## src/verilog/logMacPkg.sv

```systemverilog
/*
  Shared widths and the power-of-two table for the log-domain MAC engine.
  A log number is {zero, sign, exponent}, with a two's-complement exponent
  of intBits+fracBits bits. Accumulators are sized so no product rounds and
  no sum of up to maxDepth products overflows.
*/
package logMacPkg;

  // exponent fraction bits that feed the linear conversion.
  localparam int tableBits = 4;

  // ############################################################
  // width helpers
  // ############################################################

  function automatic int logBits(input int intBits, input int fracBits);
    return 2 + intBits + fracBits; // zero flag, sign, exponent.
  endfunction

  function automatic int accFracBits(input int intBits);
    return (2 ** intBits) + tableBits; // smallest product stays exact.
  endfunction

  function automatic int accIntBits(input int intBits, input int maxDepth);
    return (2 ** intBits) + 2 + $clog2(maxDepth); // includes the sign.
  endfunction

  function automatic int accBits(input int intBits, input int maxDepth);
    return accIntBits(intBits, maxDepth) + accFracBits(intBits);
  endfunction

  // ############################################################
  // 2^(k/16) scaled by 16, rounded to nearest
  // ############################################################

  localparam logic [4:0] expTable [0:15] = '{
    5'd16,
    5'd17,
    5'd17,
    5'd18,
    5'd19,
    5'd20,
    5'd21,
    5'd22,
    5'd23,
    5'd24,
    5'd25,
    5'd26,
    5'd27,
    5'd28,
    5'd29,
    5'd31
  };

endpackage

```

## src/verilog/logToLinear.sv

```systemverilog
/*
  Converts one log-domain product to a signed fixed-point accumulator value.
  Only the top tableBits exponent fraction bits reach the table, so lower
  fraction bits are truncated. The shift is never negative for any product
  of two valid exponents, so the result is exact in the accumulator.
*/
`timescale 1ns/1ns

module logToLinear #(
  parameter int IntBits  = 3,
  parameter int FracBits = 4,
  parameter int MaxDepth = 16
) (
  input  logic [IntBits+FracBits:0]                          product,
  input  logic                                               productSign,
  input  logic                                               productZero,
  output logic signed [logMacPkg::accBits(IntBits, MaxDepth)-1:0] linear
);

  localparam int AccBits     = logMacPkg::accBits(IntBits, MaxDepth);
  localparam int AccFracBits = logMacPkg::accFracBits(IntBits);
  localparam int ShiftOffset = AccFracBits - logMacPkg::tableBits;

  logic signed [IntBits:0]              intPart;
  logic [logMacPkg::tableBits-1:0]      fracIdx;
  logic [IntBits:0]                     shiftAmt;
  logic [4:0]                           mantissa;
  logic [AccBits-1:0]                   magnitude;

  // floor of the product is its integer field.
  assign intPart = product[IntBits+FracBits:FracBits];
  assign fracIdx = product[FracBits-1 -: logMacPkg::tableBits];

  // n - tableBits + accFracBits, wraps back into range.
  assign shiftAmt = intPart + (IntBits+1)'(ShiftOffset);

  assign mantissa = logMacPkg::expTable[fracIdx];

  always_comb begin
    magnitude = AccBits'(mantissa) << shiftAmt;
    if (productZero) begin
      linear = '0;
    end else if (productSign) begin
      linear = -$signed(magnitude);
    end else begin
      linear = $signed(magnitude);
    end
  end

endmodule

```

## src/verilog/logPe.sv

```systemverilog
/*
  Combinational core of one element: log multiply, convert, accumulate.
  No overflow check; the accumulator width covers MaxDepth products.
*/
`timescale 1ns/1ns

module logPe #(
  parameter int IntBits  = 3,
  parameter int FracBits = 4,
  parameter int MaxDepth = 16
) (
  input  logic [logMacPkg::logBits(IntBits, FracBits)-1:0]  aIn,
  input  logic [logMacPkg::logBits(IntBits, FracBits)-1:0]  bIn,
  input  logic [logMacPkg::accBits(IntBits, MaxDepth)-1:0]  cIn,
  output logic [logMacPkg::accBits(IntBits, MaxDepth)-1:0]  cOut
);

  localparam int LogBits = logMacPkg::logBits(IntBits, FracBits);
  localparam int AccBits = logMacPkg::accBits(IntBits, MaxDepth);
  localparam int ExpBits = IntBits + FracBits;

  logic [ExpBits-1:0] aExp;
  logic [ExpBits-1:0] bExp;
  logic [ExpBits:0]   product;
  logic               productSign;
  logic               productZero;
  logic [AccBits-1:0] linear;

  assign aExp = aIn[ExpBits-1:0];
  assign bExp = bIn[ExpBits-1:0];

  // multiply in the log domain is an exponent add, one bit of growth.
  assign product     = {aExp[ExpBits-1], aExp} + {bExp[ExpBits-1], bExp};
  assign productSign = aIn[LogBits-2] ^ bIn[LogBits-2];
  assign productZero = aIn[LogBits-1] | bIn[LogBits-1];

  logToLinear #(
    .IntBits  (IntBits),
    .FracBits (FracBits),
    .MaxDepth (MaxDepth)
  ) toLinear (
    .product     (product),
    .productSign (productSign),
    .productZero (productZero),
    .linear      (linear)
  );

  assign cOut = cIn + linear; // exact two's-complement sum.

endmodule

```

## src/verilog/systolicPe.sv

```systemverilog
/*
  Registered systolic element. enableMul takes priority over enableShiftOut;
  with both low the element holds. cIn is only loaded on a shift, the
  multiply path accumulates into the element's own register.
*/
`timescale 1ns/1ns

module systolicPe #(
  parameter int IntBits  = 3,
  parameter int FracBits = 4,
  parameter int MaxDepth = 16
) (
  input  logic                                              clock,
  input  logic                                              reset,
  input  logic                                              enableMul,
  input  logic                                              enableShiftOut,
  input  logic [logMacPkg::logBits(IntBits, FracBits)-1:0]  aIn,
  input  logic [logMacPkg::logBits(IntBits, FracBits)-1:0]  bIn,
  input  logic [logMacPkg::accBits(IntBits, MaxDepth)-1:0]  cIn,
  output logic [logMacPkg::logBits(IntBits, FracBits)-1:0]  aOut,
  output logic [logMacPkg::logBits(IntBits, FracBits)-1:0]  bOut,
  output logic [logMacPkg::accBits(IntBits, MaxDepth)-1:0]  cOut
);

  localparam int LogBits = logMacPkg::logBits(IntBits, FracBits);
  localparam int AccBits = logMacPkg::accBits(IntBits, MaxDepth);
  localparam logic [LogBits-1:0] ZeroLog = {1'b1, {(LogBits-1){1'b0}}};

  logic [LogBits-1:0] aReg;
  logic [LogBits-1:0] bReg;
  logic [AccBits-1:0] cReg;
  logic [AccBits-1:0] cNext;

  logPe #(
    .IntBits  (IntBits),
    .FracBits (FracBits),
    .MaxDepth (MaxDepth)
  ) core (
    .aIn  (aIn),
    .bIn  (bIn),
    .cIn  (cReg),
    .cOut (cNext)
  );

  always_ff @(posedge clock) begin
    if (reset) begin
      aReg <= ZeroLog;
      bReg <= ZeroLog;
      cReg <= '0;
    end else if (enableMul) begin
      aReg <= aIn;
      bReg <= bIn;
      cReg <= cNext;
    end else if (enableShiftOut) begin
      cReg <= cIn; // move one row down.
    end
  end

  assign aOut = aReg;
  assign bOut = bReg;
  assign cOut = cReg;

endmodule

```

## src/verilog/operandSkew.sv

```systemverilog
/*
  Staggers operand lanes: lane i is delayed by exactly i cycles.
  Shifts every cycle regardless of the strobes. Reset loads the
  zero-flag pattern (top bit of a lane set) into every stage.
*/
`timescale 1ns/1ns

module operandSkew #(
  parameter int Lanes    = 4,
  parameter int LaneBits = 9
) (
  input  logic                      clock,
  input  logic                      reset,
  input  logic [Lanes*LaneBits-1:0] lanesIn,
  output logic [Lanes*LaneBits-1:0] lanesOut
);

  localparam logic [LaneBits-1:0] ZeroLane = {1'b1, {(LaneBits-1){1'b0}}};

  for (genvar i = 0; i < Lanes; i++) begin : gLane
    if (i == 0) begin : gThrough
      assign lanesOut[0 +: LaneBits] = lanesIn[0 +: LaneBits]; // no delay.
    end else begin : gDelay
      logic [LaneBits-1:0] stage [i];

      always_ff @(posedge clock) begin
        if (reset) begin
          for (int j = 0; j < i; j++) begin
            stage[j] <= ZeroLane;
          end
        end else begin
          stage[0] <= lanesIn[i*LaneBits +: LaneBits];
          for (int j = 1; j < i; j++) begin
            stage[j] <= stage[j-1];
          end
        end
      end

      assign lanesOut[i*LaneBits +: LaneBits] = stage[i-1];
    end
  end

endmodule

```

## src/verilog/systolicArray.sv

```systemverilog
/*
  Rows x Cols grid of systolic elements. a moves east, b moves south and
  accumulators shift south on enableShiftOut. Operands leaving the east
  and south edges are dropped; the top row shifts in zero.
*/
`timescale 1ns/1ns

module systolicArray #(
  parameter int Rows     = 4,
  parameter int Cols     = 4,
  parameter int IntBits  = 3,
  parameter int FracBits = 4,
  parameter int MaxDepth = 16
) (
  input  logic                                                   clock,
  input  logic                                                   reset,
  input  logic                                                   enableMul,
  input  logic                                                   enableShiftOut,
  input  logic [Rows*logMacPkg::logBits(IntBits, FracBits)-1:0]  aWest,
  input  logic [Cols*logMacPkg::logBits(IntBits, FracBits)-1:0]  bNorth,
  output logic [Cols*logMacPkg::accBits(IntBits, MaxDepth)-1:0]  cSouth
);

  localparam int LogBits = logMacPkg::logBits(IntBits, FracBits);
  localparam int AccBits = logMacPkg::accBits(IntBits, MaxDepth);

  // ############################################################
  // links between neighbours, index 0 is the array edge
  // ############################################################

  logic [LogBits-1:0] aLink [Rows][Cols+1];
  logic [LogBits-1:0] bLink [Rows+1][Cols];
  logic [AccBits-1:0] cLink [Rows+1][Cols];

  for (genvar r = 0; r < Rows; r++) begin : gWest
    assign aLink[r][0] = aWest[r*LogBits +: LogBits];
  end

  for (genvar c = 0; c < Cols; c++) begin : gEdge
    assign bLink[0][c] = bNorth[c*LogBits +: LogBits];
    assign cLink[0][c] = '0; // nothing above the top row.
    assign cSouth[c*AccBits +: AccBits] = cLink[Rows][c];
  end

  // ############################################################
  // element grid
  // ############################################################

  for (genvar r = 0; r < Rows; r++) begin : gRow
    for (genvar c = 0; c < Cols; c++) begin : gCol
      systolicPe #(
        .IntBits  (IntBits),
        .FracBits (FracBits),
        .MaxDepth (MaxDepth)
      ) pe (
        .clock          (clock),
        .reset          (reset),
        .enableMul      (enableMul),
        .enableShiftOut (enableShiftOut),
        .aIn            (aLink[r][c]),
        .bIn            (bLink[r][c]),
        .cIn            (cLink[r][c]),
        .aOut           (aLink[r][c+1]),
        .bOut           (bLink[r+1][c]),
        .cOut           (cLink[r+1][c])
      );
    end
  end

endmodule

```

## src/verilog/logMatMulTop.sv

```systemverilog
/*
  Log-domain matrix multiply top. Inputs and strobes are registered once,
  then operands are skewed into the array. FracBits must be at least
  logMacPkg::tableBits. Strobes are plain levels, there is no back-pressure.
*/
`timescale 1ns/1ns

module logMatMulTop #(
  parameter int Rows     = 4,
  parameter int Cols     = 4,
  parameter int IntBits  = 3,
  parameter int FracBits = 4,
  parameter int MaxDepth = 16
) (
  input  logic                                                   clock,
  input  logic                                                   reset,
  input  logic [Rows*logMacPkg::logBits(IntBits, FracBits)-1:0]  aIn,
  input  logic [Cols*logMacPkg::logBits(IntBits, FracBits)-1:0]  bIn,
  input  logic                                                   enableMul,
  input  logic                                                   enableShiftOut,
  output logic [Cols*logMacPkg::accBits(IntBits, MaxDepth)-1:0]  cOut
);

  localparam int LogBits = logMacPkg::logBits(IntBits, FracBits);
  localparam logic [LogBits-1:0] ZeroLog = {1'b1, {(LogBits-1){1'b0}}};

  logic [Rows*LogBits-1:0] aReg;
  logic [Cols*LogBits-1:0] bReg;
  logic                    enableMulReg;
  logic                    enableShiftOutReg;
  logic [Rows*LogBits-1:0] aSkewed;
  logic [Cols*LogBits-1:0] bSkewed;

  always_ff @(posedge clock) begin
    if (reset) begin
      aReg              <= {Rows{ZeroLog}};
      bReg              <= {Cols{ZeroLog}};
      enableMulReg      <= 1'b0;
      enableShiftOutReg <= 1'b0;
    end else begin
      aReg              <= aIn;
      bReg              <= bIn;
      enableMulReg      <= enableMul;
      enableShiftOutReg <= enableShiftOut;
    end
  end

  operandSkew #(.Lanes(Rows), .LaneBits(LogBits)) aSkew (
    .clock    (clock),
    .reset    (reset),
    .lanesIn  (aReg),
    .lanesOut (aSkewed)
  );

  operandSkew #(.Lanes(Cols), .LaneBits(LogBits)) bSkew (
    .clock    (clock),
    .reset    (reset),
    .lanesIn  (bReg),
    .lanesOut (bSkewed)
  );

  systolicArray #(
    .Rows     (Rows),
    .Cols     (Cols),
    .IntBits  (IntBits),
    .FracBits (FracBits),
    .MaxDepth (MaxDepth)
  ) array (
    .clock          (clock),
    .reset          (reset),
    .enableMul      (enableMulReg),
    .enableShiftOut (enableShiftOutReg),
    .aWest          (aSkewed),
    .bNorth         (bSkewed),
    .cSouth         (cOut)
  );

endmodule

```

## config.mk

```make
export PLATFORM = sky130hd
export DESIGN_NAME = logMatMulTop
export DESIGN_NICKNAME = d
export VERILOG_FILES = /design/src/verilog/logMacPkg.sv /design/src/verilog/logToLinear.sv /design/src/verilog/logPe.sv /design/src/verilog/systolicPe.sv /design/src/verilog/operandSkew.sv /design/src/verilog/systolicArray.sv /design/src/verilog/logMatMulTop.sv
export SDC_FILE = /design/constraint.sdc
export NUM_CORES = 2
export LEC_CHECK = 0
export BUFFER_PORTS_ARGS = -buffer_cell sky130_fd_sc_hd__buf_4
export CORE_ASPECT_RATIO = 0.75
export CORE_MARGIN = 4
export CORE_UTILIZATION = 50
export CTS_CLUSTER_DIAMETER = 60
export CTS_CLUSTER_SIZE = 20
export DETAILED_ROUTE_END_ITERATION = 12
export PLACE_DENSITY = 0.66
export SYNTH_ARGS = -nofsm -noshare
export SYNTH_HDL_FRONTEND = slang
export SYNTH_SLANG_ARGS = --single-unit
```

## constraint.sdc

```tcl
create_clock -name clock -period 7.42 [get_ports clock]
set_input_delay 1.855 -clock clock [delete_from_list [all_inputs] [get_ports clock]]
set_output_delay 1.855 -clock clock [all_outputs]
set_load 0.1 [all_outputs]
```

==> impl_metrics.py <==
metrics = {
    "run_status": {
        "status": "complete, no violations",
    },
    "synthesis": {
        "synth_commonest_cells": "nor2_1, dfxtp_1, a21oi_1",
        "ys_types": 95,
        "synth_area_leaders": "dfxtp_1, ha_1, nor2_1",
        "syn_area_um2": 71300,
        "synth_seq_cells": 814,
        "syn_avg_cell_area_um2": 7.62,
        "ys.flop_type": "dfxtp_1",
        "ys_seq_area_share_pct": 22.9,
        "syn_nets": 9997,
        "synth-async-reset-ratio_pct": 0,
        "synth_edf_count": 0,
        "syn_inst": 9361,
        "synth_top_area_cell": "dfxtp_1",
        "yosysTopAreaCellShare_pct": 22.9,
        "yosysWarningCount": 0,
        "post-synth-top-count-cell": "nor2_1",
    },
    "job": {
        "cap_violations": 0,
    },
    "worst_setup_path": {
        "path_delay_family": "compound AO/OA/AOI/OAI gates",
        "slowest_delay_ns": 0.52,
        "path_class": "reg2reg",
        "cp.required_ns": 8.00,
        "crit_slowest_cell": "o21ai_0",
        "critPathMaxFanout": 7,
        "cp-end-kind": "flop",
        "cp.arrival_ns": 7.60,
        "critPathBufInv": 1,
        "crit_path_frequent_cell": "ha_1",
        "cp-start-kind": "flop",
    },
    "drt": {
        "routedWlPerCell_um": 21.0,
        "ant_nets": 0,
        "remaining_drc_errors": 0,
        "routed_wl_um": 236000,
        "dr.pass1.iters": 6,
        "via_per_inst": 6.21,
        "drt_iter0_markers": 7560,
        "route.vias.total": 69700,
    },
    "power": {
        "total_power_mw": 11.5,
        "leakagePower_nw": 32.2,
        "ir_drop_mv": 0.176,
        "power.density_nw_per_um2": 148,
    },
    "floorplan": {
        "initial_utilization_pct": 50.6,
        "die_x_um": 444,
        "ios": 180,
        "dieArea_um2": 149000,
        "core_um2": 141000,
        "rows": 119,
        "die_y_um": 335,
    },
    "clock_tree": {
        "clkSlewWorstSetupHoldPaths_ns": 0.09,
        "htreeDepth": 3,
        "cts_buffers": 89,
        "clockBufferDepth": 3,
        "clock_latency_ns": 0.74,
        "cts_hold_buf": 0,
        "cts_tree": "done",
        "clkSinkCount": 814,
        "cts_root_buf": "clkbuf_16",
    },
    "sta": {
        "period_share_pct": 94.6,
        "drv_slew": 0,
        "setup_viol": 0,
        "hold_viol_final": 0,
        "max_freq_ghz": 0.142,
        "fin_crit_ns": 7.02,
        "finClkSkew_ns": 0.0419,
        "relSlewSlack_pct": 15.3,
        "tightest_slew_ns": 1.27,
        "tns_ns": 0,
    },
    "grt": {
        "grt_pass1_wl_um": 363000,
        "grt_pass1_vias": 62000,
        "grt_usage_pct": 30.2,
        "grt-ovfl-total": 0,
        "antenna_found_initial": 9,
        "grt_max_degree": 142,
    },
    "place": {
        "place.gp.congestion": 0.972,
        "place_area_um2": 74100,
        "portBuffers": 179,
        "dpl.hpwl_um": 181000,
    },
    "layout": {
        "finalNetCount": 9906,
        "drive_gt1_share_pct": 8.06,
        "finalInstanceArea_um2": 77500,
        "area_growth_pct": 8.65,
        "fillers": 13200,
    },
    "hold_path": {
        "hp-class": "reg2reg",
    },
}
-- placed cells by master (no fill, tap or decap), drive strengths merged, types with 372 or more instances in the layout --
| master | count |
|---|---|
| nor2b | 372 |
| a211oi | 410 |
| buf | 383 |
| nand2 | 532 |
| mux2i | 409 |
| dfxtp | 814 |
| o21ai | 471 |
| nor2 | 1314 |
| ha | 528 |
| a21oi | 700 |
-- what timing repair did --
action | 4_1_cts | 5_1_grt
endpoints found under the setup margin | 0 | 36
setup buffers | 0 | 2
gates resized for setup | 0 | 45
-- registers in the layout, summed over array words and instances, names as in the netlist --
signal and count:
array.gRow.gCol.pe.cOut 416, array.gRow.gCol.pe.aOut 108, array.gRow.gCol.pe.bOut 108, aSkew.gLane.gDelay.stage 54
bSkew.gLane.gDelay.stage 54, aReg 36, bReg 36, enableMulReg 1
enableShiftOutReg 1
-- kinds of logic after synthesis --
group,Yosys count,synth area share [%]
and+or+nand+nor,3308,22.1
AOI/OAI and AO/OA,2824,26.3
DFF,814,22.9
buffers and inverters,790,4.71
xor gates and xnor gates,623,7.65
adders and majority gates,560,10.2
muxes,442,6.26
-- power breakdown --
group,total (mW),leakage [nW],internal [mW],switching (mW)
Combinational,1.92,24.1,0.666,1.25
Clock,4.87,1.54,2.51,2.37
Sequential,4.68,6.63,4.49,0.184
Total,11.5,32.2,7.67,3.80
-- final timing paths --
check | from | endpoint | slack, ns | cells past startpoint
setup reg to reg | array.gRow[2].gCol[1].pe.bOut[0] | array.gRow[3].gCol[1].pe.cOut[24] | 0.40 | 28
hold / removal | aSkew.gLane[3].gDelay.stage[0][17] | aSkew.gLane[3].gDelay.stage[0][26] | 0.42 | 1
setup / recovery | array.gRow[2].gCol[1].pe.bOut[0] | array.gRow[3].gCol[1].pe.cOut[24] | 0.40 | 28
hold reg to reg | aSkew.gLane[3].gDelay.stage[0][17] | aSkew.gLane[3].gDelay.stage[0][26] | 0.42 | 1
-- worst register-to-register path, delay by kind of cell (launching register included) --
kind | cells | cell delay, ns
fa+ha+maj | 4 | 1.30
compound gates | 10 | 2.86
xor+xnor | 2 | 0.53
buf+inv | 1 | 0.07
simple gates | 10 | 1.43
flops | 1 | 0.46
mux | 1 | 0.22
-- layout make-up --
cell class,count,area [um2],area share [%]
Clock buffer,96,2260,2.92
Antenna cell,2,5.00,0.00646
Sequential cell,814,16300,21.0
Tap cell,1875,2350,3.03
Timing Repair Buffer,383,2920,3.77
Inverter,225,852,1.10
Multi-Input combinational cell,7757,51900,66.9
Clock inverter,67,916,1.18
-- per-layer routing --
metal	global-route usage (%)	vias to the layer above	part of all wire, %	wire length [um]
met4	4.98	2	1.7	3990
met3	6.00	224	8.8	20900
li1	-	34000	-	-
met5	0	-	0.0055	13
met2	41.0	2540	39	91000
met1	48.5	33000	51	120000
-- through the flow --
stage / utilization (%) / setup WS [ns] / cells / hold WS, ns
3_3_place_gp: 52.5 / 0.363 / 11100 / 0.394
6_report: 54.9 / 0.402 / 11200 / 0.416
4_1_cts: 54.8 / 0.188 / 11200 / 0.419
2_1_floorplan: - / 1.03 / 9361 / 0.389
5_1_grt: 54.9 / -0.0111 / 11200 / 0.434
3_5_place_dp: 52.5 / 0.204 / 11100 / 0.396
Power figures use the tool's default switching activity.
